--- config.mk ---
export PLATFORM = sky130hd
export DESIGN_NAME = pixel_fifo
export DESIGN_NICKNAME = d
export VERILOG_FILES = /design/src/rtl/gpu_pkg.sv /design/src/rtl/pixel_fifo.sv
export SDC_FILE = /design/constraint.sdc
export NUM_CORES = 1
export LEC_CHECK = 0
export BUFFER_PORTS_ARGS = -buffer_cell sky130_fd_sc_hd__buf_2
export CAP_MARGIN = 10
export CORE_UTILIZATION = 55
export DETAILED_ROUTE_END_ITERATION = 10
export PLACE_DENSITY = 0.74
export SYNTH_ARGS = -nofsm -noshare
export SYNTH_HDL_FRONTEND = slang
export SYNTH_SLANG_ARGS = --single-unit
--- constraint.sdc ---
create_clock -name clk -period 7.25 [get_ports clk]
set_input_delay 0.3625 -clock clk [delete_from_list [all_inputs] [get_ports clk]]
set_output_delay 0.3625 -clock clk [all_outputs]
set_load 0.1 [all_outputs]
--- src/rtl/gpu_pkg.sv ---
/* shared widths, opcodes and FIFO thresholds for the 2D drawing engine
   plus the instruction word with its line and point views */
package gpu_pkg;

    // framebuffer geometry
    localparam int coord_w  = 5;     // 32 by 32 pixels
    localparam int color_w  = 8;     // rrr ggg bb
    localparam int fb_words = 1024;  // 32 * 32

    // pixel FIFO
    localparam int fifo_depth       = 8;
    localparam int fifo_pause_level = 6;  // two slots spare for pixels already in flight

    // opcodes, top two bits of every instruction
    localparam int op_w = 2;
    localparam logic [op_w-1:0] op_nop   = 2'd0;
    localparam logic [op_w-1:0] op_point = 2'd1;
    localparam logic [op_w-1:0] op_line  = 2'd2;

    localparam int inst_w = 30;

    // one 30 bit word, read either as a line or as a single point
    typedef union packed {
        struct packed {
            logic [op_w-1:0]    op;
            logic [coord_w-1:0] x1;     // start point
            logic [coord_w-1:0] y1;
            logic [coord_w-1:0] x2;     // end point
            logic [coord_w-1:0] y2;
            logic [color_w-1:0] color;
        } line;
        struct packed {
            logic [op_w-1:0]    op;
            logic [coord_w-1:0] x;
            logic [coord_w-1:0] y;
            logic [color_w-1:0] color;
            // low bits carry nothing in a point
            logic [inst_w-op_w-2*coord_w-color_w-1:0] pad;
        } point;
    } gpu_inst_t;

endpackage

--- src/rtl/pixel_fifo.sv ---
/* eight entry pixel FIFO between the pixel producers and the frame writer
   raises pause at the almost full level to hold the line walker */
`timescale 1ns/1ns

module pixel_fifo (
    input  logic                        clk,
    input  logic                        rst,
    input  logic                        push,
    input  logic [gpu_pkg::coord_w-1:0] px,
    input  logic [gpu_pkg::coord_w-1:0] py,
    input  logic [gpu_pkg::color_w-1:0] pcolor,
    input  logic                        pop,
    output logic                        empty,
    output logic [gpu_pkg::coord_w-1:0] head_x,
    output logic [gpu_pkg::coord_w-1:0] head_y,
    output logic [gpu_pkg::color_w-1:0] head_color,
    output logic                        pause
);

    // entry is {x, y, colour}
    logic [2*gpu_pkg::coord_w+gpu_pkg::color_w-1:0] mem [gpu_pkg::fifo_depth];

    logic [$clog2(gpu_pkg::fifo_depth)-1:0] wr_ptr;
    logic [$clog2(gpu_pkg::fifo_depth)-1:0] rd_ptr;
    logic [$clog2(gpu_pkg::fifo_depth):0]   count;   // 0 to 8
    logic                                   do_push;
    logic                                   do_pop;

    assign do_push = push && (count != gpu_pkg::fifo_depth);  // full never reached in practice
    assign do_pop  = pop && !empty;

    always_ff @(posedge clk) begin
        if (do_push) begin
            mem[wr_ptr] <= {px, py, pcolor};
        end
    end

    // pointers wrap naturally at depth 8
    always_ff @(posedge clk) begin
        if (rst) begin
            wr_ptr <= '0;
            rd_ptr <= '0;
            count  <= '0;
            pause  <= 1'b0;
        end else begin
            if (do_push) wr_ptr <= wr_ptr + 1'b1;
            if (do_pop)  rd_ptr <= rd_ptr + 1'b1;
            case ({do_push, do_pop})
                2'b10:   count <= count + 1'b1;
                2'b01:   count <= count - 1'b1;
                default: count <= count;   // both or neither
            endcase
            pause <= (count >= gpu_pkg::fifo_pause_level);  // one cycle late, hence the margin
        end
    end

    assign empty = (count == '0);
    assign {head_x, head_y, head_color} = mem[rd_ptr];  // shows up one cycle after push

endmodule

### Word level (Yosys, flattened, before mapping)

Memory sizes are Yosys's and may differ from the RTL's. A register that Yosys moved wholly into a read port is not among the register bits.
Cells that the tools add are included.

* $add $sub $neg: 4
* multiply operators: 0
* div/mod/pow operators: 0
* order comparisons: 1
* equality and inequality tests: 3
* shift-type cells: 0
* multiplexer cells: 5
* bitwise gates (word level): 0
* reductions and logical operators: 5

Operator list (number)
* 4-bit one-hot mux with 2 select lines: 1
* 3-bit by 1-bit adder with 3-bit output (second input constant): 2
* 3-bit 2-to-1 mux: 2
* 4-bit by 1-bit adder with 4-bit output (second input constant): 1
* 4-bit by 3-bit >= comparator with 1-bit output (second input constant): 1
* 4-bit logical NOT: 1
* 4-bit != test (second input constant): 1
* 4-bit by 1-bit subtractor with 4-bit output (second input constant): 1
* 2-bit by 1-bit equality test with 1-bit output (second input constant): 1
* 2-bit equality test (second input constant): 1
* 1-bit logical AND: 2
* 1-bit 2-to-1 mux: 2
* 2-bit nonzero test: 1
* 1-bit logical NOT: 1

* register bits: 11
* latch bits: 0
* RAM bits: 144
* ROM bits: 0
* output and inout port bits: 20
* word-level logic and storage cells: 23
* memories: 1

Memories
* mem: depth 8, bits a word 18, rd ports 1, clocked after memory_dff 1, write ports 1, RTL line pixel_fifo.sv:21 `logic [2*gpu_pkg::coord_w+gpu_pkg::color_w-1:0] mem [gpu_pkg::fifo_depth];`

### Depth between registers and ports, before layout

* depth after elaboration: 5
* depth in mapped cells: 10
* depth with buffers taken out: 9

### Worst setup path before layout

No wires, ideal clock.

* kind: register -> register
* start point: reg count[1] (netlist name)
* end point: mem mem[0][0] (netlist name), enable pin
* library setup time: 0.439 ns
* arrival: 2.440 ns
* data required time: 6.811 ns
* slack: 4.371 ns
* cell stages (with the launch flop): 5
* path buffers: 1
* period minus slack after synthesis: 2.879 ns
* cell sequence: dfxtp_1 -> buf_2 -> or3_4 -> o21ai_4 -> nor4_1

* word-level cells in the longest chain between the ends: 4

RTL lines
* start: declaration: RTL line pixel_fifo.sv:25 `logic [$clog2(gpu_pkg::fifo_depth):0] count;`
* start signal: assignment: RTL line pixel_fifo.sv:49 `2'b10: count <= count + 1'b1;`
* start signal: assignment: RTL line pixel_fifo.sv:50 `2'b01: count <= count - 1'b1;`
* start signal: assignment: RTL line pixel_fifo.sv:51 `default: count <= count;`
* 4-bit != test: RTL line pixel_fifo.sv:29 `assign do_push = push && (count != gpu_pkg::fifo_depth);`
* 1-bit logical AND: RTL line pixel_fifo.sv:29
* 1-bit 2-to-1 mux: RTL line pixel_fifo.sv:33 `if (do_push) begin`
* 1-bit 2-to-1 mux (implied by the code): RTL line pixel_fifo.sv:34 `mem[wr_ptr] <= {px, py, pcolor};`
* end: declaration: RTL line pixel_fifo.sv:21

Every way passes these cells.

==> flow_summary.toml <==
[status]
status = "completed"

[critical_path]
cp-start-kind = "register"
critPathKind = "register to output port"
worstRegToRegCells = 9
arrival_ns = 2.75
cp-end-kind = "output port"
r2r-start = "count[1]"
crit_fanout = 36
crit_end = "head_color[0]"
ff2ff_setup_slack_ns = 4.73
critPathMaxStageDelay_ns = 1.03
slowest_stage = "dfxtp_2"
cp_cell_sequence = "mux4_1 > mux2_2 > buf_2"
timing.rr.end = "count[2]"
required_ns = 6.89

[power_and_ir_drop]
p_leak_nw = 2.44
finalPower_mw = 2.74
irDropWorstVdd_mv = 0.289
power_density_nw_per_um2 = 380

[synthesis]
synth_top_area_share_pct = 69.4
synth_area_leader_cell = "edfxtp_1"
async_reset_ff_share_pct = 0
mappedNetlistNets = 310
synth_cell_type_count = 30
synthCells = 283
synth_seq_cells = 158
syn_area_per_cell_um2 = 22.0
yosys-top-cells-area = "edfxtp_1, mux4_1, dfxtp_1, mux2_2, ha_1"
synth_edf_count = 144
syn_area_um2 = 6230
ys_seq_area_share_pct = 73.9
ys.warnings.count = 0
ys_dominant_reg_cell = "edfxtp_1"

[clock_tree]
cts-resized-gates = 0
cts_max_level = 4
cts_buffer_depth = 2
post_cts_buffers = 0
root_buffer = "clkbuf_16"
clkLatencyLatePin_ns = 0.41
clock-sinks = 158
cts_tree = "built"
hold_buffers = 0
path_clk_slew_ns = 0.06
cts-buffers-inserted = 17

[timing]
worst_pin_slew_ns = 1.08
hold_viol_final = 0
fin_crit_ns = 3.11
slew_viol_final = 0
fin_crit_sh_pct = 42.9
slew_headroom_pct = 27.8
fin_tns_setup_ns = 0
setup_viol = 0
max_freq_ghz = 0.321
rsz0062_at_grt = "false"
clock_skew_ns = 0.00724

[routing]
routedWlPerCell_um = 21.5
drtIter0Drc = 130
drt-vias-per-instance = 5.77
drcViolationCount = 0
first_pass_iters = 4
wl_um = 10600
drtAntennaViolNets = 0
via_count = 2843

[grt]
grt_use_total_pct = 19.8
antenna_found_initial = 0
grt_pass1_wl_um = 16100
grt_pass1_vias = 3017
grt_max_degree = 37
overflow = 0

[flow_run]
maxCapViolCount = 0

[cells_and_area]
final_cell_area_um2 = 7210
final_nets = 367
drive_above_1_share_pct = 32.0
antennaDiodeCount = 0
syn2layout_area_growth_pct = 15.7

[worst_hold_path]
hp-class = "input port to register"

[die]
coreArea_um2 = 10900
fp.dieW_um = 108
initial_core_util_pct = 56.9
die_area_um2 = 11800
die_h_um = 108
io_pins = 42
rows = 38

[placed_design]
dpl_cell_area_um2 = 6630
hpwl_um = 5830
portBuffers = 41
routabilityCongestion = 0.725
==> metrics by stage <==
| stage | setup WS, ns | util, % | hold slack [ns] | std cells |
|---|---|---|---|---|
| finish | 4.14 | 65.9 | 0.223 | 493 |
| global route | 4.00 | 65.9 | 0.218 | 493 |
| CTS | 4.05 | 65.9 | 0.204 | 493 |
| detailed placement | 4.58 | 60.6 | 0.529 | 461 |
| global placement | 4.60 | 60.6 | 0.508 | 461 |
| floorplan | 4.37 | - | 0.432 | 283 |
==> synthesized netlist by cell type, drive strengths merged (4+ instances only) <==
cell,n
mux2,19
ha,5
dfxtp,14
nor3,4
mux4,36
nor2,16
edfxtp,144
xor2,5
buf,9
==> worst max-delay path, delay by kind of cell, from the launching register on <==
| kind | cells | cell delay (ns) |
|---|---|---|
| flip-flops | 1 | 1.03 |
| multiplexers | 2 | 1.00 |
| buffers and inverters | 1 | 0.30 |
==> metal layers <==
layer  track usage, %  vias up  part of all wire (%)
met5                0        -                     0
met1             23.3     1452                    40
met3             5.30        2                   6.5
met2             34.5       80                    53
met4             8.30        0                  0.35
li1                 -     1309                     -
==> kinds of logic (layout without fill, tap and decap cells) <==
group,Yosys count,in the layout,share of synthesized area [%]
muxes,58,58,19.1
DFF,158,158,73.9
AOI/OAI and AO/OA,10,10,1.21
xor gates and xnor gates,7,7,0.985
adders and majority gates,5,5,1.00
buffers and inverters,14,84,1.39
and+or+nand+nor,31,31,2.37
==> power by group <==
| group | internal [mW] | leakage (nW) | switching [mW] |
|---|---|---|---|
| Clock | 0.487 | 0.269 | 0.337 |
| Combinational | 0.242 | 0.753 | 0.548 |
| Sequential | 1.06 | 1.42 | 0.0713 |
| Total | 1.79 | 2.44 | 0.956 |
==> cells in the final DEF (no fill, tap or decap), types with 3 or more instances in the layout <==
cell type and n:
buf_4 9, clkinvlp_4 5, mux2i_1 3, clkbuf_8 3, edfxtp_1 144, dfxtp_1 13, buf_2 41, nor3_2 4
mux4_1 36, clkbuf_16 18, a21oi_1 3, nor2_1 13, clkinv_4 3, nand2b_1 3, nor2_2 3, xor2_1 5
ha_1 5, mux2_2 19, nand2_1 3
==> worst min-delay path by stage <==
stage | cells after the start | start | endpoint
after global placement | 2 | rd_ptr[2] | rd_ptr[2]
after CTS | 1 | pcolor[2] | mem[4][2]
after detailed placement | 2 | rd_ptr[2] | rd_ptr[2]
after floorplan | 1 | rst | pause
after global routing | 1 | pcolor[6] | mem[4][6]
final | 1 | pcolor[2] | mem[6][2]
==> sequential cells by signal, summed over array words and instances, names as in the netlist, named ones only <==
name	flops
mem	144
rd_ptr	3
wr_ptr	3
count	4
pause	1
==> final cells by class <==
class,count,area [µm²]
clock buffers,21,492
fillers,713,3730
inverters,2,7.51
clock inverters,11,82.6
well taps,140,175
multi-input cells,111,1570
flip-flops and latches,158,4610
repair buffers,50,273
Power figures use the tool's default switching activity.
