$ cat config.mk
export PLATFORM = sky130hd
export DESIGN_NAME = gpu_func_draw_line
export DESIGN_NICKNAME = d
export VERILOG_FILES = /design/src/rtl/gpu_pkg.sv /design/src/rtl/gpu_func_draw_line.sv
export SDC_FILE = /design/constraint.sdc
export NUM_CORES = 1
export LEC_CHECK = 0
export BUFFER_PORTS_ARGS = -buffer_cell sky130_fd_sc_hd__buf_4
export CAP_MARGIN = 20
export CORE_AREA = 3 3 108 68
export CTS_CLUSTER_DIAMETER = 30
export CTS_CLUSTER_SIZE = 12
export DETAILED_ROUTE_END_ITERATION = 8
export DIE_AREA = 0 0 111 71
export GPL_ROUTABILITY_DRIVEN = 0
export PLACE_DENSITY = 0.73
export REMOVE_ABC_BUFFERS = 1
export SLEW_MARGIN = 25
export SYNTH_ARGS = -nofsm -noshare
export SYNTH_HDL_FRONTEND = slang
export SYNTH_SLANG_ARGS = --single-unit
$ cat constraint.sdc
create_clock -name clk -period 5.7 [get_ports clk]
set_clock_uncertainty 0.2 [all_clocks]
set_input_delay 0.285 -clock clk [delete_from_list [all_inputs] [get_ports clk]]
set_output_delay 0.285 -clock clk [all_outputs]
set_load 0.01 [all_outputs]
$ cat src/rtl/gpu_pkg.sv
/* shared widths, opcodes and FIFO thresholds for the 2D drawing engine
   plus the instruction word with its line and point views */
package gpu_pkg;

    // framebuffer geometry
    localparam int coord_w  = 5;     // 32 by 32 pixels
    localparam int color_w  = 8;     // rrr ggg bb
    localparam int fb_words = 1024;  // 32 * 32

    // pixel FIFO
    localparam int fifo_depth       = 8;
    localparam int fifo_pause_level = 6;  // two slots spare for pixels already in flight

    // opcodes, top two bits of every instruction
    localparam int op_w = 2;
    localparam logic [op_w-1:0] op_nop   = 2'd0;
    localparam logic [op_w-1:0] op_point = 2'd1;
    localparam logic [op_w-1:0] op_line  = 2'd2;

    localparam int inst_w = 30;

    // one 30 bit word, read either as a line or as a single point
    typedef union packed {
        struct packed {
            logic [op_w-1:0]    op;
            logic [coord_w-1:0] x1;     // start point
            logic [coord_w-1:0] y1;
            logic [coord_w-1:0] x2;     // end point
            logic [coord_w-1:0] y2;
            logic [color_w-1:0] color;
        } line;
        struct packed {
            logic [op_w-1:0]    op;
            logic [coord_w-1:0] x;
            logic [coord_w-1:0] y;
            logic [color_w-1:0] color;
            // low bits carry nothing in a point
            logic [inst_w-op_w-2*coord_w-color_w-1:0] pad;
        } point;
    } gpu_inst_t;

endpackage

$ cat src/rtl/gpu_func_draw_line.sv
/* Bresenham line walker
   one pixel per unpaused cycle from (x1,y1) to (x2,y2), both ends included */
`timescale 1ns/1ns

module gpu_func_draw_line (
    input  logic                        clk,
    input  logic                        rst,
    input  logic                        pause,     // FIFO nearly full
    input  logic                        start,
    output logic                        finished,
    input  logic [gpu_pkg::coord_w-1:0] x1,
    input  logic [gpu_pkg::coord_w-1:0] y1,
    input  logic [gpu_pkg::coord_w-1:0] x2,
    input  logic [gpu_pkg::coord_w-1:0] y2,
    input  logic [gpu_pkg::color_w-1:0] color_in,
    output logic [gpu_pkg::coord_w-1:0] pos_x,
    output logic [gpu_pkg::coord_w-1:0] pos_y,
    output logic [gpu_pkg::color_w-1:0] pixel_color,
    output logic                        pixel_valid
);

    // endpoint deltas, inputs are held stable by the decoder for the line
    logic [gpu_pkg::coord_w-1:0] dx_abs;
    logic [gpu_pkg::coord_w-1:0] dy_abs;
    logic                        x_dec;     // walk towards smaller x
    logic                        y_dec;     // walk towards smaller y
    logic                        steep;     // |dy| > |dx|, y is the major axis
    logic [gpu_pkg::coord_w-1:0] d_major;
    logic [gpu_pkg::coord_w-1:0] d_minor;

    // error term, range stays well inside +-4 * 32
    logic signed [gpu_pkg::coord_w+2:0] two_minor;
    logic signed [gpu_pkg::coord_w+2:0] two_major;
    logic signed [gpu_pkg::coord_w+2:0] err_init;
    logic signed [gpu_pkg::coord_w+2:0] err;

    logic                      active;   // walk in progress
    logic [gpu_pkg::coord_w:0] count;    // pixels still to emit, up to 32
    logic                      minor_step;
    logic                      step_x;
    logic                      step_y;

    assign x_dec  = (x2 < x1);
    assign y_dec  = (y2 < y1);
    assign dx_abs = x_dec ? x1 - x2 : x2 - x1;
    assign dy_abs = y_dec ? y1 - y2 : y2 - y1;

    // swap axes for steep lines
    assign steep   = (dy_abs > dx_abs);
    assign d_major = steep ? dy_abs : dx_abs;
    assign d_minor = steep ? dx_abs : dy_abs;

    assign two_minor = {2'b00, d_minor, 1'b0};
    assign two_major = {2'b00, d_major, 1'b0};
    assign err_init  = two_minor - $signed({3'b000, d_major});  // 2*dmin - dmaj

    // minor axis moves when the error is not negative
    assign minor_step = !err[gpu_pkg::coord_w+2];
    assign step_x     = steep ? minor_step : 1'b1;
    assign step_y     = steep ? 1'b1 : minor_step;

    // every visited pixel takes the line colour
    assign pixel_color = color_in;
    assign pixel_valid = active && !pause;   // never while paused or finished

    // control
    always_ff @(posedge clk) begin
        if (rst) begin
            active   <= 1'b0;
            finished <= 1'b0;
            count    <= '0;
        end else if (start) begin
            active   <= 1'b1;
            finished <= 1'b0;
            count    <= {1'b0, d_major} + {{gpu_pkg::coord_w{1'b0}}, 1'b1};  // dmaj + 1
        end else if (pixel_valid) begin
            count <= count - {{gpu_pkg::coord_w{1'b0}}, 1'b1};
            if (count == {{gpu_pkg::coord_w{1'b0}}, 1'b1}) begin  // last pixel out now
                active   <= 1'b0;
                finished <= 1'b1;
            end
        end
    end

    // position and error, held while paused
    always_ff @(posedge clk) begin
        if (start) begin
            pos_x <= x1;
            pos_y <= y1;
            err   <= err_init;
        end else if (pixel_valid) begin
            if (step_x) begin
                pos_x <= x_dec ? pos_x - 1'b1 : pos_x + 1'b1;
            end
            if (step_y) begin
                pos_y <= y_dec ? pos_y - 1'b1 : pos_y + 1'b1;
            end
            if (minor_step) begin
                err <= err + two_minor - two_major;
            end else begin
                err <= err + two_minor;
            end
        end
    end

endmodule

# Word level (Yosys, flattened, before mapping)
# Index checks and enable logic that the tools add are counted.
word_totals:
  reg_bits: 26
  input_bits: 32
  output_inout_bits: 20
  elab_cells: 57
classes:
  n_addsub: 13
  order_cmp: 3
  n_eq_ne: 1
  n_mux: 22
  reduce_logical: 12
ops:
  columns: ["cell", "n"]
  rows:
  - ["$mux 5", 12]
  - ["$mux 8", 3]
  - ["$sub 5x5->5", 4]
  - ["$mux 6", 2]
  - ["$add 5x1->5 const B", 2]
  - ["$lt 5x5->1", 2]
  - ["$sub 5x1->5 const B", 2]
  - ["$add 8x7->8", 1]
  - ["$reduce_and 2->1", 4]
  - ["$reduce_bool 2->1", 4]
  - ["$sub 8x7->8", 1]
  - ["$sub 6x5->7", 1]
  - ["$add 5x1->6 const B", 1]
  - ["$eq 6x1->1 const B", 1]
  - ["$sub 6x1->6 const B", 1]
  - ["$gt 5x5->1", 1]
  - ["$mux 1", 5]
  - ["$logic_not 1->1", 2]
  - ["$reduce_or 2->1", 1]
  - ["$logic_and 1x1->1", 1]

# Logic depth before layout (Yosys ltp)
logic_depth:
  ltp_word: 9
  ltp_mapped: 27
  mapped_depth_nobuf: 27

# Worst setup path after synthesis
# OpenSTA, ideal clock, no wires.
synth_path:
  kind: "input to register"
  start: "in y2[0] (netlist bit)"
  end: "reg err[6] (netlist bit), data pin"
  arrival_time_ps: 5054
  t_required_ps: 5233
  path_slack_ps: 179
  cell_stages: 25
  cell_sequence: "inv_1 -> ha_1 -> inv_1 -> fa_1 -> a21o_1 -> a2111oi_0 -> a211oi_2 -> nand3_1 -> inv_1 -> ha_1 -> a21boi_0 -> nor3_1 -> o21bai_1 -> nor2_1 -> a21oi_1 -> ha_1 -> fa_1 -> ha_1 -> nor2b_1 -> o21ai_0 -> nand2b_1 -> a21o_1 -> a211oi_1 -> xor2_1 -> o21ai_0"
synth_between:
  elab_chain_cells: 9
  word_cells_on_any_way: 13
synth_lines:
  columns: ["element", "line", "rtl"]
  rows:
  - ["start, declared", "gpu_func_draw_line.sv:14", "input logic [gpu_pkg::coord_w-1:0] y2,"]
  - ["$sub 5x5->5 / $lt 5x5->1 (equally long branches)", "gpu_func_draw_line.sv:46, gpu_func_draw_line.sv:44", null]
  - ["$mux 5 *", "gpu_func_draw_line.sv:46", "assign dy_abs = y_dec ? y1 - y2 : y2 - y1;"]
  - ["$gt 5x5->1", "gpu_func_draw_line.sv:49", "assign steep = (dy_abs > dx_abs);"]
  - ["$mux 5", "gpu_func_draw_line.sv:51", "assign d_minor = steep ? dx_abs : dy_abs;"]
  - ["$add 8x7->8", "gpu_func_draw_line.sv:99, gpu_func_draw_line.sv:101", null]
  - ["$sub 8x7->8", "gpu_func_draw_line.sv:99", "err <= err + two_minor - two_major;"]
  - ["$mux 8", "gpu_func_draw_line.sv:98", "if (minor_step) begin"]
  - ["$mux 8", "gpu_func_draw_line.sv:91", "end else if (pixel_valid) begin"]
  - ["$mux 8 *", "gpu_func_draw_line.sv:87", "if (start) begin"]
  - ["end signal, assigned", "gpu_func_draw_line.sv:90", "err <= err_init;"]
  - ["end signal, assigned", "gpu_func_draw_line.sv:99", null]
  - ["end signal, assigned", "gpu_func_draw_line.sv:101", "err <= err + two_minor;"]
  - ["end, declared", "gpu_func_draw_line.sv:35", "logic signed [gpu_pkg::coord_w+2:0] err;"]
# Mark *: on every way between the ends. The rest lies on a longest branch, timed or not. The select of a mux whose other input is x is not followed.
# A chain may end at the register's enable or synchronous reset.

# Worst setup path after layout
layout_path:
  start: "in y1[0] (netlist bit)"
  end: "reg err[5] (netlist bit), data pin"
layout_between:
  elab_chain_cells: 9
  word_cells_on_any_way: 13
layout_lines:
  columns: ["element", "line", "rtl"]
  rows:
  - ["start, declared", "gpu_func_draw_line.sv:12", "input logic [gpu_pkg::coord_w-1:0] y1,"]
  - ["$sub 5x5->5 / $lt 5x5->1 (equally long branches)", "gpu_func_draw_line.sv:46, gpu_func_draw_line.sv:44", null]
  - ["$mux 5 *", "gpu_func_draw_line.sv:46", null]
  - ["$gt 5x5->1", "gpu_func_draw_line.sv:49", null]
  - ["$mux 5", "gpu_func_draw_line.sv:51", null]
  - ["$add 8x7->8", "gpu_func_draw_line.sv:99, gpu_func_draw_line.sv:101", null]
  - ["$sub 8x7->8", "gpu_func_draw_line.sv:99", null]
  - ["$mux 8", "gpu_func_draw_line.sv:98", null]
  - ["$mux 8", "gpu_func_draw_line.sv:91", null]
  - ["$mux 8 *", "gpu_func_draw_line.sv:87", null]
# Marks and branches as above.

==> run summary <==
Final ANT Viol Nets - 0
Number of CTS-inserted buffers - 3
Crit path arrival time - 5310 ps
CTS Hold Buffers Added - 0
Number of max-slew violations in the final report - 0
Final hold violations - 0
Worst IR Drop VDD - 0.000328 V
Status - completed
Antenna Diode Count - 0
GRT Total Usage - 0.203
Placed Area - 0.00367 mm²
Hold path depth - 2
Die Y - 71 µm
Worst-case clock buffer depth - 2
Vias in the first global route - 2730
Total wire length - 8260 µm
Placement row count - 23
I/O Pins - 52
GRT met3 Usage - 0.0419
# Max-Cap Violations - 0
Critical path type - in -> reg
Most instantiated library cell after synthesis - inv_1
Initial Utilization - 0.517
Met2 Resource Use GR - 0.296
Clock transition at path regs - 100 ps
Type of origin of the critical path - input port
First-pass GRT wire length - 13200 µm
EDFF count, synth - 17
Finished Core Util - 0.585
Die span in x - 111 µm
Pwr dens - 546 mW/mm²
HP Class - in -> reg
YS warnings - 0
Crit path max fanout - 5
Main area contributors after synthesis - ha_1, edfxtp_1, fa_1
TritonCTS Sinks - 25
Number of fill cells in the layout - 580
Layout Nets - 523
Post-Synthesis Cells - 409
Synth top cells by count - inv_1, ha_1, a21oi_1
Detailed-route via count - 2987
Share of post-route cells with drive strength above 1 - 0.175
Clock Latency Late Sink - 290 ps
DRT iter0 DRCs - 234
Register area share after synthesis - 0.199
Storage cell area - 671 µm²
Residual DRC - 0
CTS root buf - clkbuf_8
CTS tree - yes
Slew @ Worst Pin - 525 ps
Detailed Routing Iterations Pass 1 - 4
Post-synth top area share - 0.170
Area growth syn-to-layout - 13.3%
Synthesized cell area - 0.00338 mm²
Fin crit share - 0.962
Hold_ws - 25.4 ps
Seq cells post-synth - 25
Port-buffer cells - 35
Pin count of the biggest net entering global routing - 54
H-Tree Depth - 1
Synth Flop Type - edfxtp_1
Area of the multi-input gates - 0.00249 mm²
Static Leak - 1.79 nW
Mean Syn Cell Area - 8.25 µm²
Ys async rst share - 0
WP data required - 5520 ps
Final setup vio count - 0
Worst slew margin - 0.647
Fin crit period - 5490 ps
Die Area - 0.00788 mm²
Core area - 0.00653 mm²
WL/cell - 15.8 µm
DP Wirelength - 6370 µm
Met1 Use GR - 0.310
Top Usage Layer GRT - met1
GRT overflow - 0
Initial antenna violation count - 0
Post-route cell area - 0.00382 mm²
Synth unique cells - 60
Synth area leader - ha_1
FF-to-FF path depth - 10
Vias per inst - 5.72
Fmax - 182 MHz
Setup crit end kind - flop
[layout by cell type, fill, tap and decap left out, types with 2 or more instances in the layout]
master and count:
o2bb2ai_1 2, o21ai_0 25, nor2_2 2, fa_1 7, inv_1 48, a211oi_2 3
mux2i_1 5, a21oi_1 29, clkbuf_8 3, nor3_1 6, and3_1 4, or3_1 3
xor2_1 14, nor4_1 3, nor2b_1 6, nand2_1 25, a31oi_1 2, and2_1 2
edfxtp_1 17, xnor2_1 13, nand3b_1 3, ha_1 46, nand2b_1 13, nor2_1 23
o21ai_1 2, fa_2 2, a21oi_2 5, or4b_1 3, nand4_1 2, or2_2 5
nand3_1 4, a211oi_1 7, a21o_1 14, a311oi_1 2, nor3_2 2, buf_4 44
xor2_2 2, dfxtp_1 8, o211ai_1 2, o21bai_1 2
[worst paths after layout]
check	startpoint	to	slack, ps
max	y1[0]	err[5]$_DFFE_PP_	210
min	rst	count[5]$_SDFFE_PP0P_	30
max reg2reg	err[1]$_DFFE_PP_	err[6]$_DFFE_PP_	2710
min reg2reg	active$_SDFFE_PP0P_	active$_SDFFE_PP0P_	320
[timing repair]
| item | CTS | global route |
|---|---|---|
| gates resized for setup | 0 | 22 |
| endpoints found under the setup margin | 0 | 5 |
| setup buffers | 0 | 3 |
[sequential cells by signal, indices dropped and copies added (netlist names)]
| signal | flops |
|---|---|
| active | 1 |
| finished | 1 |
| pos_y | 5 |
| err | 7 |
| count | 6 |
| pos_x | 5 |
[layout make-up]
type	instances	area share
Sequential cell	25	0.175
Inverter	48	0.0471
Timing Repair Buffer	44	0.0864
Clock buffer	3	0.0108
Tap cell	87	0.0285
Multi-Input combinational cell	314	0.650
Clock inverter	1	0.00164
[through the flow]
stage               worst slack [ps]  total power [mW]  cells  setup TNS, ps
global route                   -25.2              2.26    522          -43.4
CTS                             36.0              1.94    519              0
floorplan                        185              1.46    387              0
detailed placement              -219              1.81    515           -545
finish                           215              2.09    522              0
global placement                66.0              1.75    515              0
[logic make-up (layout without fill, tap and decap cells)]
| family | Yosys count | after routing | synth area share |
|---|---|---|---|
| buffers and inverters | 70 | 96 | 0.0908 |
| DFF | 25 | 25 | 0.199 |
| muxes | 8 | 8 | 0.0256 |
| and+or+nand+nor | 109 | 109 | 0.167 |
| xor gates and xnor gates | 29 | 29 | 0.0752 |
| adders and majority gates | 55 | 55 | 0.224 |
| AOI/OAI and AO/OA | 113 | 113 | 0.219 |
[where the power goes]
group / leakage [nW] / internal [mW] / switching (mW) / total (mW)
clock: 0.0260 / 0.0504 / 0.0703 / 0.121
sequential: 0.236 / 0.281 / 0.0503 / 0.331
combinational: 1.53 / 0.736 / 0.900 / 1.64
[critical path, stage by stage]
cell	delay, ps
buf_4	120
inv_1	50
ha_1	190
inv_1	60
fa_1	400
xor2_1	180
or3_1	320
mux2i_1	180
nor2_1	130
ha_1	240
a21oi_1	200
a21boi_1	140
nor3_2	220
o21bai_2	220
mux2i_2	380
ha_1	300
a21o_1	180
a21o_1	220
xor2_2	160
ha_1	330
o21ai_1	100
nand2b_1	110
xnor2_1	200
nor2_1	70
a211oi_2	230
a21oi_1	60
[per-layer routing]
metal  wire length, µm  part of all wire
met1              4160              0.50
met5                 0                 0
met2              3460              0.42
met3               534             0.065
met4               107             0.013
Note: power is estimated with default switching activity, not from simulation.
