`src/rtl/gpu_pkg.sv`:
```
/* shared widths, opcodes and FIFO thresholds for the 2D drawing engine
   plus the instruction word with its line and point views */
package gpu_pkg;

    // framebuffer geometry
    localparam int coord_w  = 5;     // 32 by 32 pixels
    localparam int color_w  = 8;     // rrr ggg bb
    localparam int fb_words = 1024;  // 32 * 32

    // pixel FIFO
    localparam int fifo_depth       = 8;
    localparam int fifo_pause_level = 6;  // two slots spare for pixels already in flight

    // opcodes, top two bits of every instruction
    localparam int op_w = 2;
    localparam logic [op_w-1:0] op_nop   = 2'd0;
    localparam logic [op_w-1:0] op_point = 2'd1;
    localparam logic [op_w-1:0] op_line  = 2'd2;

    localparam int inst_w = 30;

    // one 30 bit word, read either as a line or as a single point
    typedef union packed {
        struct packed {
            logic [op_w-1:0]    op;
            logic [coord_w-1:0] x1;     // start point
            logic [coord_w-1:0] y1;
            logic [coord_w-1:0] x2;     // end point
            logic [coord_w-1:0] y2;
            logic [color_w-1:0] color;
        } line;
        struct packed {
            logic [op_w-1:0]    op;
            logic [coord_w-1:0] x;
            logic [coord_w-1:0] y;
            logic [color_w-1:0] color;
            // low bits carry nothing in a point
            logic [inst_w-op_w-2*coord_w-color_w-1:0] pad;
        } point;
    } gpu_inst_t;

endpackage

```
`src/rtl/gpu_inst_decoder.sv`:
```
/* instruction decoder, latches one instruction, starts the line walker
   or pushes a single point, and holds busy until the frame is written */
`timescale 1ns/1ns

module gpu_inst_decoder (
    input  logic                        clk,
    input  logic                        rst,
    input  gpu_pkg::gpu_inst_t          inst,
    input  logic                        inst_valid,
    input  logic                        finished,    // walker done with its line
    input  logic                        fifo_empty,
    output logic                        busy,
    output logic                        start,
    output logic [gpu_pkg::coord_w-1:0] x1,
    output logic [gpu_pkg::coord_w-1:0] y1,
    output logic [gpu_pkg::coord_w-1:0] x2,
    output logic [gpu_pkg::coord_w-1:0] y2,
    output logic [gpu_pkg::color_w-1:0] color,
    output logic                        point_push,
    output logic [gpu_pkg::coord_w-1:0] point_x,
    output logic [gpu_pkg::coord_w-1:0] point_y
);

    gpu_pkg::gpu_inst_t inst_q;   // held for the whole instruction
    logic               is_line;  // current job is a line
    logic               take;     // instruction accepted this cycle
    logic               new_line; // accepted one is a line
    logic               done;     // every pixel has reached the framebuffer

    // only taken while idle, nop is simply dropped
    assign take     = inst_valid && !busy && (inst.line.op != gpu_pkg::op_nop);
    assign new_line = (inst.line.op == gpu_pkg::op_line);  // reserved op 3 draws as a point

    // finished is stale while start is still high, so wait past it
    // point pixel is not yet in the FIFO during its push cycle
    assign done = busy && !start && !point_push && fifo_empty && (finished || !is_line);

    // instruction latch, payload only
    always_ff @(posedge clk) begin
        if (take) begin
            inst_q <= inst;
        end
    end

    always_ff @(posedge clk) begin
        if (rst) begin
            busy       <= 1'b0;
            is_line    <= 1'b0;
            start      <= 1'b0;
            point_push <= 1'b0;
        end else begin
            start      <= take && new_line;   // one cycle pulse at t+1
            point_push <= take && !new_line;  // point pixel pushed at t+1
            if (take) begin
                busy    <= 1'b1;
                is_line <= new_line;
            end else if (done) begin
                busy    <= 1'b0;
            end
        end
    end

    // line view
    assign x1 = inst_q.line.x1;
    assign y1 = inst_q.line.y1;
    assign x2 = inst_q.line.x2;
    assign y2 = inst_q.line.y2;

    // point view
    assign point_x = inst_q.point.x;
    assign point_y = inst_q.point.y;

    // colour sits in different bits in each view
    assign color = is_line ? inst_q.line.color : inst_q.point.color;

endmodule

```
`config.mk`:
```
export PLATFORM = sky130hd
export DESIGN_NAME = gpu_inst_decoder
export DESIGN_NICKNAME = d
export VERILOG_FILES = /design/src/rtl/gpu_pkg.sv /design/src/rtl/gpu_inst_decoder.sv
export SDC_FILE = /design/constraint.sdc
export NUM_CORES = 1
export LEC_CHECK = 0
export ABC_AREA = 1
export ABC_CLOCK_PERIOD_IN_PS = 2660
export BUFFER_PORTS_ARGS = -buffer_cell sky130_fd_sc_hd__buf_2
export CAP_MARGIN = 20
export CORE_AREA = 5 5 69 71
export CTS_BUF_LIST = sky130_fd_sc_hd__clkbuf_2
export DETAILED_ROUTE_END_ITERATION = 8
export DIE_AREA = 0 0 74 76
export PLACE_DENSITY = 0.67
export SLEW_MARGIN = 20
export SYNTH_ARGS = -nofsm -noshare
export SYNTH_HDL_FRONTEND = slang
export SYNTH_SLANG_ARGS = --single-unit
export TNS_END_PERCENT = 50
```
`constraint.sdc`:
```
create_clock -name clk -period 2.66 [get_ports clk]
set_input_delay 0 -clock clk [delete_from_list [all_inputs] [get_ports clk]]
set_output_delay 0 -clock clk [all_outputs]
set_load 0.005 [all_outputs]
```
## Word level (Yosys, flattened, before mapping)

Index checks and enable logic that the tools add are counted.

- Multiplexer cells: 3
- Eq/ne operators: 1
- Reduce and logical (&&, ||, !) cells: 16

Operators with widths:

| cell | number |
|---|---|
| $logic_and A1 B1 Y1 | 8 |
| $mux W8 | 1 |
| $logic_not A1 Y1 | 5 |
| $reduce_bool A2 Y1 | 2 |
| $eq A2 B2 Y1 const B | 1 |
| $mux W1 | 2 |
| $logic_or A1 B1 Y1 | 1 |

- Register bits: 32
- Output and inout bits: 41
- Logic and storage cells: 25
- Input bits: 35

## Depth between registers and ports, before layout

Gate-level depths: netlist of the first run.

- Depth after elaboration: 7
- Gate-level depth with buffers: 5

## Worst setup path after synthesis of the first run

No wires, ideal clock.

- Path type: register -> register
- Start: register busy
- End: register inst_q[0] in the netlist's numbering (enable)
- Data required time: 2.277 ns
- Arrival: 1.087 ns
- Clock period less this slack: 1.469 ns
- Stages on the path, launching flop included: 4
- Path slack: 1.191 ns
- Setup time: 0.383 ns
- Path buffers: 0
- Cell sequence: dfxtp_1 > nor2_2 > nand2_1 > inv_1

- Word-level cells in the longest chain between the ends: 3

Ends and longest elaborated chain:

| element | line | source |
|---|---|---|
| start: declaration | gpu_inst_decoder.sv:12 | `output logic busy,` |
| start signal: assignment | gpu_inst_decoder.sv:47 | `busy <= 1'b0;` |
| start signal: assignment | gpu_inst_decoder.sv:55 | `busy <= 1'b1;` |
| start signal: assignment | gpu_inst_decoder.sv:58 | `busy <= 1'b0;` |
| $logic_not A1 Y1 | gpu_inst_decoder.sv:31 | `assign take = inst_valid && !busy && (inst.line.op != gpu_pkg::op_nop);` |
| $logic_and A1 B1 Y1 (2 in series) | gpu_inst_decoder.sv:31 |  |
| via take | gpu_inst_decoder.sv:26 | `logic take;` |
| end signal: assignment | gpu_inst_decoder.sv:41 | `inst_q <= inst;` |
| end: declaration | gpu_inst_decoder.sv:24 | `gpu_pkg::gpu_inst_t inst_q;` |

The timed path passes the listed nets, and every way through them passes these cells.
A chain may end at the register's enable or synchronous reset.

==> results of run 1 <==
cells by family after synthesis:
kind of cell	Yosys count	synth area share, %
buf+inv	40	20.1
flops	32	68.0
simple gates	40	11.8
sequential cells by signal (all words and copies together), names as in the netlist:
name and count:
is_line 1, busy 1, inst_q 28, start 1
point_push 1
critical path, cell delays in order, from the launching register on:
cell and delay, ns:
dfxtp_1 0.62, inv_4 0.13, nor2_2 0.10, nand2_1 0.06
dlygate4sd3_1 0.55, nand2_1 0.06, dlygate4sd3_1 0.53
cell usage in the layout (no fill, tap or decap):
master,count
buf_2,75
nand3_1,2
buf_4,1
dlygate4sd3_1,39
nand2_1,31
nor2_2,2
clkinv_1,2
inv_4,1
dfxtp_1,4
inv_2,1
nand4_1,1
nor2_1,4
inv_1,7
clkbuf_2,6
edfxtp_1,28
layout make-up:
cell class                      instances  area, µm²
Clock inverter                          2       7.51
Multi-Input combinational cell         40        160
Inverter                                9       36.3
Timing Repair Buffer                  115        773
Sequential cell                        32        921
Clock buffer                            6       30.0
Fill cell                             386       2180
Tap cell                               52       65.1
path summary, 6_finish.rpt:
path,start,to,depth (start not counted)
setup / recovery,is_line,is_line,6
hold / removal,inst[0],inst_q[0],2
setup reg to reg,is_line,is_line,6
hold reg to reg,busy,inst_q[15],3
what timing repair did:
item / CTS / global route
hold buffers: 39 / 0
endpoints found under the hold margin: 32 / 0
endpoints found under the setup margin: 0 / 0
through the flow:
step                worst slack (ns)  instance area, µm²  hold WS [ns]  util, %  total power, µW
floorplan                       1.19                1350        0.0989        -              680
global placement                1.11                1570         0.178     37.5              716
detailed placement              1.07                1570         0.178     37.5              718
CTS                            0.578                1990         0.312     47.8              983
global route                   0.477                1990         0.303     47.8             1030
finish                         0.572                1990         0.332     47.8              970
cells in the mapped netlist:
master	number	area (µm²)
nor2_2	2	12.5
nand2_1	31	116
buf_6	1	11.3
buf_4	30	225
inv_4	1	6.26
nand4_1	1	6.26
edfxtp_1	28	841
nor2_1	4	15.0
inv_2	1	3.75
dfxtp_1	4	80.1
inv_1	7	26.3
nand3_1	2	10.0
power groups by stage:
stage               combinational [µW]  clock, µW  sequential (µW)
floorplan                         75.0          0              605
global placement                   109          0              607
detailed placement                 110          0              608
CTS                                154        232              596
global route                       173        256              600
finish                             155        219              596
metal layers:
layer  GRT usage, %  part of all wire (%)  vias to the layer above
met4           4.17                   1.6                        0
met2           21.7                    53                       57
met5              0                     0                        -
met3           5.41                    10                        8
met1           11.9                    35                      481
li1               -                     -                      511
==> metrics.txt, run 1 <==
status completed; GRT Total Usage roughly an eighth; total core area 4170 µm²; Setup CP Type reg -> reg; vias in the first global route 1,173; pins over their slew limit 0; final std cells w/o fill 256; area of the die 5620 µm²; logic gate share of total power around 16%; largest net degree at the start of global routing 17; switching share of power between 20 and 25%; Post-Syn Nets around 150; Setup crit start kind flip-flop; YS warnings 0; post-route ant nets 0; postcts setup bufs 0; count of input and output buffers 75; DRT Wirelength 3110 µm; Yosys cell types 12; global-route wire length before repair 5160 µm; Vias/cell a little over 4; initial drt markers 24; clk_skew roughly 0.019 ns; diode count 0; Post-CTS Resized 0; power density cells between 400 and 500 nW/µm²; Yosys reg bits 32; Achievable Freq 479 MHz; Die Y approximately 76 µm; syn_area_per_cell 12.1 µm²; DR vias 1,057; antenna violations before repair 0; Mapped Area 1350 µm²; Mapped Cells 112; Seq/Total Area, Yosys between 60% and 70%; WL/cell 12.2 µm; area growth from synthesis to layout 47.2%; worst path required time 2.98 ns; DR pass1 iterations 4; Worst-path clk slew between 0.15 and 0.2 ns; worst-margin pin slew 0.497 ns; layout cells sized above 1 42.2%; Final Hold Vio Count 0; H-tree levels 2; MaxCap Viol Count 0; initial core utilization between 30% and 40%; leak pwr 0.000947 µW; Clock Power Share 22.6%; CTS tree built; DRC 0; Num CTS Buffers 5; fin crit share 78.5%; FP Rows 24; worst reg2reg setup slack 0.57 ns; RSZ-0062 raised after global routing no; Max rail drop VDD roughly 280 µV; routability cong. 0.677; Post-Place Cells 209; Post-Route Setup TNS 0 ns; CP arrival 2.41 ns; fin nets roughly 240; total global routing overflow 0; CTS Root Cell clkbuf_2; endpoints failing setup 0; crit end category flip-flop; Relative slew margins about two thirds; clock buffer depth 2; Power Internal 736 µW; Sw Pwr 234 µW; Ports 76; clk sinks 32; Clock Latency Late Sink 0.36 ns; DP HPWL 1920 µm; overall die width approximately 74 µm; Reg power frac between 60% and 70%; hold crit path type in -> reg; Tmin final 2.09 ns; worst-path maximum fanout 10
No activity file was read; power rests on OpenSTA's default activity.
==> run 2, diff against run 1 <==
--- a/config.mk
+++ b/config.mk
@@ -5,15 +5,15 @@
 export SDC_FILE = /design/constraint.sdc
 export NUM_CORES = 1
 export LEC_CHECK = 0
-export ABC_AREA = 1
-export ABC_CLOCK_PERIOD_IN_PS = 2660
+export ABC_AREA = 0
+export ABC_CLOCK_PERIOD_IN_PS = 1800
 export BUFFER_PORTS_ARGS = -buffer_cell sky130_fd_sc_hd__buf_2
 export CAP_MARGIN = 20
-export CORE_AREA = 5 5 69 71
+export CORE_AREA = 5 5 68 70
 export CTS_BUF_LIST = sky130_fd_sc_hd__clkbuf_2
 export DETAILED_ROUTE_END_ITERATION = 8
-export DIE_AREA = 0 0 74 76
-export PLACE_DENSITY = 0.67
+export DIE_AREA = 0 0 73 75
+export PLACE_DENSITY = 0.7
 export SLEW_MARGIN = 20
 export SYNTH_ARGS = -nofsm -noshare
 export SYNTH_HDL_FRONTEND = slang
==> constraint.sdc (replaced) <==
create_clock -name clk -period 1.8 [get_ports clk]
set_input_delay 0 -clock clk [delete_from_list [all_inputs] [get_ports clk]]
set_output_delay 0 -clock clk [all_outputs]
set_load 0.005 [all_outputs]
==> run 2 against run 1 <==
Net effect:
- total power grew 44%
- largest cell class unchanged
- hold slack got worse by 0.25 ns
- clock power rose by 43%
==> metrics.txt, run 2 <==
status completed (unchanged); CTS Root Cell clkbuf_2 (unchanged); dominant cell by count in the synthesized netlist buf_4 (was nand2_1); diode count 0 (unchanged); Yosys cell types 16 (was 12); most common cell after layout, fill and taps aside buf_2 (unchanged); total core area 3910 µm² (was 4170 µm²); global-route wire length before repair 4440 µm (was 5160 µm); YS warnings 0 (unchanged); Tmin final 1.60 ns (was 2.09 ns); Most flops, register inst_q (unchanged); area growth from synthesis to layout 44.7% (was 47.2%); critical path cell sequence nand2b_4, or3b_1, a21oi_1, dlygate4sd3_1 (was inv_4, nor2_2, nand2_1, dlygate4sd3_1, nand2_1, dlygate4sd3_1); worst r2r src busy (was is_line); WL/cell 13.1 µm (was 12.2 µm); Worst Reg2Reg Path Length in Cells 4 (was 6); Ports 76 (unchanged); CP Launch Point busy (was is_line); Crit path depth 4 (was 6); max reg flops 28 (unchanged); EDFF count, synth 28 (unchanged); Worst Setup Slack, final 0.201 ns (was 0.572 ns); Filler Cell Count 358 (was 386); Mapped Area 1330 µm² (was 1350 µm²); Clock Latency Late Sink 0.35 ns (was 0.36 ns); Achievable Freq 625 MHz (was 479 MHz); fin nets 206 (was 238); post-synth top area share 63.0% (was 62.1%); Worst-path clk slew 0.15 ns (was 0.16 ns); dominant synthesized flop cell edfxtp_1 (unchanged); antenna violations before repair 0 (unchanged); Setup CP Type reg -> reg (unchanged); Num CTS Buffers 5 (unchanged); power density cells 726 nW/µm² (was 487 nW/µm²); Post-CTS Resized 0 (unchanged); crit path buf inv count 1 (was 3); fin crit share 88.8% (was 78.5%); endpoints failing setup 0 (unchanged); DR vias 916 (was 1,057); GRT Total Usage 11.1% (was 12.1%); crit end category flip-flop (unchanged); Relative slew margins 70.4% (was 66.8%); Worst path max stage delay 0.55 ns (was 0.62 ns); Place WS 0.364 ns (was 1.07 ns); worst path required time 2.10 ns (was 2.98 ns); leak pwr 0.000849 µW (was 0.000947 µW); CP max stage cell dlygate4sd3_1 (was dfxtp_1); Max rail drop VDD 440 µV (was 285 µV); Vias/cell 4.13 (about the same); Worst Setup EP is_line (unchanged); H-tree levels 2 (unchanged); DRC 0 (unchanged); initial core utilization 34.1% (was 32.4%); hold crit path type in -> reg (unchanged); largest net degree at the start of global routing 19 (was 17); DR pass1 iterations 2 (was 4); vias in the first global route 1,011 (was 1,173); CP delay by family, top buffers and inverters (unchanged); Setup crit start kind flip-flop (unchanged); postcts setup bufs 0 (unchanged); cts hold-fix bufs 34 (was 39); pins over their slew limit 0 (unchanged); Tot Pwr 1400 µW (was 970 µW); top cell type by total area after synthesis edfxtp_1 (unchanged); worst-path maximum fanout 5 (was 10); clk_skew 0.0119 ns (was 0.0189 ns); Yosys reg bits 32 (unchanged); total global routing overflow 0 (unchanged); CP arrival 1.90 ns (was 2.41 ns); MaxCap Viol Count 0 (unchanged); layout cells sized above 1 54.7% (was 42.2%); routability cong. 0.775 (was 0.677); Crit Reg-Reg Endpoint is_line (unchanged); post-route ant nets 0 (unchanged); Commonest cells post-synth buf_4, edfxtp_1, mux2_2 (was nand2_1, buf_4, edfxtp_1); worst reg2reg setup slack 0.20 ns (was 0.57 ns); count of input and output buffers 75 (unchanged); Seq/Total Area, Yosys 69.0% (was 68.0%); post-synthesis async set-or-reset flop share 0% (unchanged); initial drt markers 11 (was 24); clock buffer depth 2 (unchanged); Mapped Cells 84 (was 112); overall die width 73 µm (was 74 µm); RSZ-0062 raised after global routing no (unchanged); clk sinks 32 (unchanged); Post-Syn Nets 119 (was 147); commonest cells after routing, fill and taps aside buf_2, dlygate4sd3_1, edfxtp_1 (was buf_2, dlygate4sd3_1, nand2_1); CTS tree built (unchanged); worst-margin pin slew 0.444 ns (was 0.497 ns); syn_area_per_cell 15.9 µm² (was 12.1 µm²); Die Y 75 µm (was 76 µm); DRT Wirelength 2910 µm (was 3110 µm); synth top area cells edfxtp_1, buf_4, mux2_2 (was edfxtp_1, buf_4, nand2_1); area of the die 5480 µm² (was 5620 µm²); WHS 0.0790 ns (was 0.332 ns); Final Hold Vio Count 0 (unchanged); FP Rows 23 (was 24); Post-Route Setup TNS 0 ns (unchanged)
run 2: cell types whose count changed in the layout (fill, tap and decap cells not counted), moves of 3 or more:
cell	before	now
inv_1	7	2
dlygate4sd3_1	39	34
nand2_1	31	0
nor2_1	4	1
mux2_2	0	8
run 2: cell type report:
type / instances / area (µm²) / share of cell area [%]
Clock inverter: 3 / 13.8 / 0.713
Timing Repair Buffer: 111 / 731 / 37.9
Tap cell: 50 / 62.6 / 3.24
Inverter: 2 / 7.51 / 0.389
Clock buffer: 5 / 25.0 / 1.30
Multi-Input combinational cell: 19 / 169 / 8.75
Sequential cell: 32 / 921 / 47.7
run 2: cells by family after synthesis:
family | after synthesis | share of synthesized area (%)
flip-flops | 32 | 69.0
buffers and inverters | 33 | 18.3
AND/OR/NAND/NOR | 7 | 4.13
AO/OA/AOI/OAI | 4 | 1.78
multiplexers | 8 | 6.75
run 2: how the worst min path moves through the flow:
stage / from / endpoint / slack (ns) / cells after the start
finish: fifo_empty / busy / 0.08 / 4
global route: fifo_empty / busy / 0.07 / 4
CTS: fifo_empty / busy / 0.01 / 4
detailed placement: inst[2] / inst_q[2] / 0.18 / 1
global placement: inst[10] / inst_q[10] / 0.18 / 1
floorplan: rst / busy / 0.07 / 1
run 2: tightest hold or removal path, cell delays in order:
cell and delay (ns):
buf_2 0.09, inv_1 0.06, o41ai_1 0.08, a21oi_1 0.16
run 2: power by group:
group          leakage [µW]  total (µW)  switching, µW  internal, µW
combinational      0.000521         211           79.4           132
sequential         0.000298         877           18.9           858
clock             0.0000302         314            227          87.1
total              0.000849        1400            325          1080
run 2: routing by layer:
metal / share of wire (%) / track usage (%) / vias up
met5: 0 / 0 / -
met4: 1.3 / 4.71 / 0
met3: 12 / 5.61 / 6
met2: 52 / 20.5 / 61
met1: 35 / 10.1 / 411
li1: - / - / 438
run 2: metrics by stage:
stage	instance area (µm²)	util, %	cells
CTS	1930	49.3	222
floorplan	1330	-	84
detailed placement	1550	39.6	180
global route	1930	49.3	222
global placement	1550	39.6	180
finish	1930	49.3	222
==> run 3, diff against run 2 <==
--- a/config.mk
+++ b/config.mk
@@ -6,14 +6,14 @@
 export NUM_CORES = 1
 export LEC_CHECK = 0
 export ABC_AREA = 0
-export ABC_CLOCK_PERIOD_IN_PS = 1800
-export BUFFER_PORTS_ARGS = -buffer_cell sky130_fd_sc_hd__buf_2
+export ABC_CLOCK_PERIOD_IN_PS = 1400
+export BUFFER_PORTS_ARGS = -buffer_cell sky130_fd_sc_hd__clkbuf_2
 export CAP_MARGIN = 20
-export CORE_AREA = 5 5 68 70
+export CORE_AREA = 5 5 80 82
 export CTS_BUF_LIST = sky130_fd_sc_hd__clkbuf_2
 export DETAILED_ROUTE_END_ITERATION = 8
-export DIE_AREA = 0 0 73 75
-export PLACE_DENSITY = 0.7
+export DIE_AREA = 0 0 85 87
+export PLACE_DENSITY = 0.54
 export SLEW_MARGIN = 20
 export SYNTH_ARGS = -nofsm -noshare
 export SYNTH_HDL_FRONTEND = slang
==> constraint.sdc (replaced) <==
create_clock -name clk -period 1.4 [get_ports clk]
set_input_delay 0 -clock clk [delete_from_list [all_inputs] [get_ports clk]]
set_output_delay 0 -clock clk [all_outputs]
set_load 0.005 [all_outputs]
==> run 3 against run 2 <==
Net effect:
- global-route usage down 3.2 points
- die area is 35% higher
- clock skew rose by 0.013 ns
- first-iteration DRC count is 120% higher
- sequential power grew 29%
- cell count grew 11%
- via count down 0.44%
- clock power grew 29%
- critical path depth did not move
- combinational power rose by 37%
==> metrics.txt, run 3 (synthesis results as in run 2) <==
Vias/cell 3.71 (was 4.13); CTS Root Cell clkbuf_2 (unchanged); Setup crit start kind flip-flop (unchanged); endpoints failing setup 0 (unchanged); initial core utilization 23.5% (was 34.1%); hold_sp finished (was fifo_empty); critical path cell sequence nand2b_4, or2_4, clkinvlp_4, buf_12 (was nand2b_4, or3b_1, a21oi_1, dlygate4sd3_1); clk_skew 0.0246 ns (was 0.0119 ns); fin crit share 95.4% (was 88.8%); DR vias 912 (was 916); WL/cell 11.7 µm (was 13.1 µm); DRC 0 (unchanged); Die Y 87 µm (was 75 µm); diode count 0 (unchanged); worst hold path depth 4 (unchanged); Tot Pwr 1820 µW (was 1400 µW); Achievable Freq 749 MHz (was 625 MHz); total global routing overflow 0 (unchanged); CTS tree built (unchanged); Relative slew margins 82.5% (was 70.4%); antenna violations before repair 0 (unchanged); Most flops, register inst_q (unchanged); area growth from synthesis to layout 48.8% (was 44.7%); MaxCap Viol Count 0 (unchanged); CP arrival 1.39 ns (was 1.90 ns); Worst-path clk slew 0.16 ns (was 0.15 ns); total core area 5680 µm² (was 3910 µm²); area of the die 7400 µm² (was 5480 µm²); DRT Wirelength 2880 µm (was 2910 µm); worst-path maximum fanout 14 (was 5); worst-margin pin slew 0.258 ns (was 0.444 ns); largest net degree at the start of global routing 15 (was 19); hold crit path type in -> reg (unchanged); Worst Hold Path EP busy (unchanged); worst path required time 1.46 ns (was 2.10 ns); WHS 0.0801 ns (was 0.0790 ns); CP max stage cell dfxtp_1 (was dlygate4sd3_1); routability cong. 0.683 (was 0.775); Post-Route Setup TNS 0 ns (unchanged); Worst path max stage delay 0.36 ns (was 0.55 ns); clock buffer depth 2 (unchanged); GRT Total Usage 7.81% (was 11.1%); Ports 76 (unchanged); most common cell after layout, fill and taps aside clkbuf_2 (was buf_2); count of input and output buffers 75 (unchanged); Tmin final 1.34 ns (was 1.60 ns); worst r2r src busy (unchanged); Max rail drop VDD 287 µV (was 440 µV); fin nets 205 (was 206); post-route ant nets 0 (unchanged); crit end category flip-flop (unchanged); RSZ-0062 raised after global routing no (unchanged); status completed (unchanged); Clock Latency Late Sink 0.34 ns (was 0.35 ns); power density cells 917 nW/µm² (was 726 nW/µm²); vias in the first global route 916 (was 1,011); Worst Reg2Reg Path Length in Cells 4 (unchanged); layout cells sized above 1 55.6% (was 54.7%); leak pwr 0.000851 µW (was 0.000849 µW); FP Rows 28 (was 23); global-route wire length before repair 4350 µm (was 4440 µm); Num CTS Buffers 5 (unchanged); overall die width 85 µm (was 73 µm); max reg flops 28 (unchanged); DR pass1 iterations 5 (was 2); commonest cells after routing, fill and taps aside clkbuf_2, dlygate4sd3_1, edfxtp_1 (was buf_2, dlygate4sd3_1, edfxtp_1); clk sinks 32 (unchanged); Crit Reg-Reg Endpoint inst_q[25] (was is_line); Setup CP Type reg -> reg (unchanged); pins over their slew limit 0 (unchanged); initial drt markers 24 (was 11); Final Hold Vio Count 0 (unchanged); Filler Cell Count 578 (was 358); worst reg2reg setup slack 0.06 ns (was 0.20 ns); H-tree levels 2 (unchanged)
-- run 3: per-layer routing --
layer | up-vias | part of all wire, % | global-route usage (%) | wire (µm)
met1 | 410 | 39 | 8.79 | 1130
met4 | 0 | 0 | 2.59 | 0
met3 | 0 | 12 | 3.69 | 355
li1 | 442 | - | - | -
met2 | 60 | 48 | 13.1 | 1390
met5 | - | 0 | 0 | 0
-- run 3: where the power goes --
group | leakage [µW] | internal [µW] | switching [µW]
combinational | 0.000525 | 182 | 107
sequential | 0.000299 | 1100 | 24.0
clock | 0.0000281 | 121 | 283
-- run 3: how the worst max path moves through the flow --
| stage | from | to | slack, ns | cells past startpoint |
|---|---|---|---|---|
| finish | busy | inst_q[25] | 0.06 | 4 |
| global route | is_line | color[6] | 0.01 | 2 |
| CTS | is_line | color[6] | 0.05 | 2 |
| detailed placement | busy | inst_q[19] | 0.11 | 4 |
| global placement | busy | inst_q[19] | 0.13 | 4 |
| floorplan | busy | inst_q[0] | 0.02 | 3 |
-- run 3: what timing repair did --
item | 4_1_cts | 5_1_grt
endpoints found under the hold margin | 32 | 0
hold buffers | 33 | 0
setup buffers | 0 | 0
gates resized for setup | 2 | 0
endpoints found under the setup margin | 8 | 0
-- run 3: worst max-delay path, delay by kind of cell, from the launching register on --
| kind | cells | cell delay, ns |
|---|---|---|
| simple gates | 2 | 0.42 |
| buf+inv | 2 | 0.26 |
| flops | 1 | 0.36 |
-- run 3: final cells by class --
cell class	count	area, µm²	area share [%]
Tap cell	75	93.8	4.73
Sequential cell	32	925	46.6
Clock buffer	6	30.0	1.51
Inverter	2	11.3	0.567
Clock inverter	2	7.51	0.378
Timing Repair Buffer	110	746	37.6
Multi-Input combinational cell	19	171	8.64
-- run 3: stage by stage --
stage,setup slack [ns],std cells,utilization [%],instance area (µm²)
2_1_floorplan,0.0201,84,-,1340
3_3_place_gp,0.127,205,28.4,1610
3_5_place_dp,0.112,205,28.4,1610
4_1_cts,0.0524,246,35.0,1980
5_1_grt,0.0134,246,35.0,1980
6_report,0.0649,246,35.0,1980
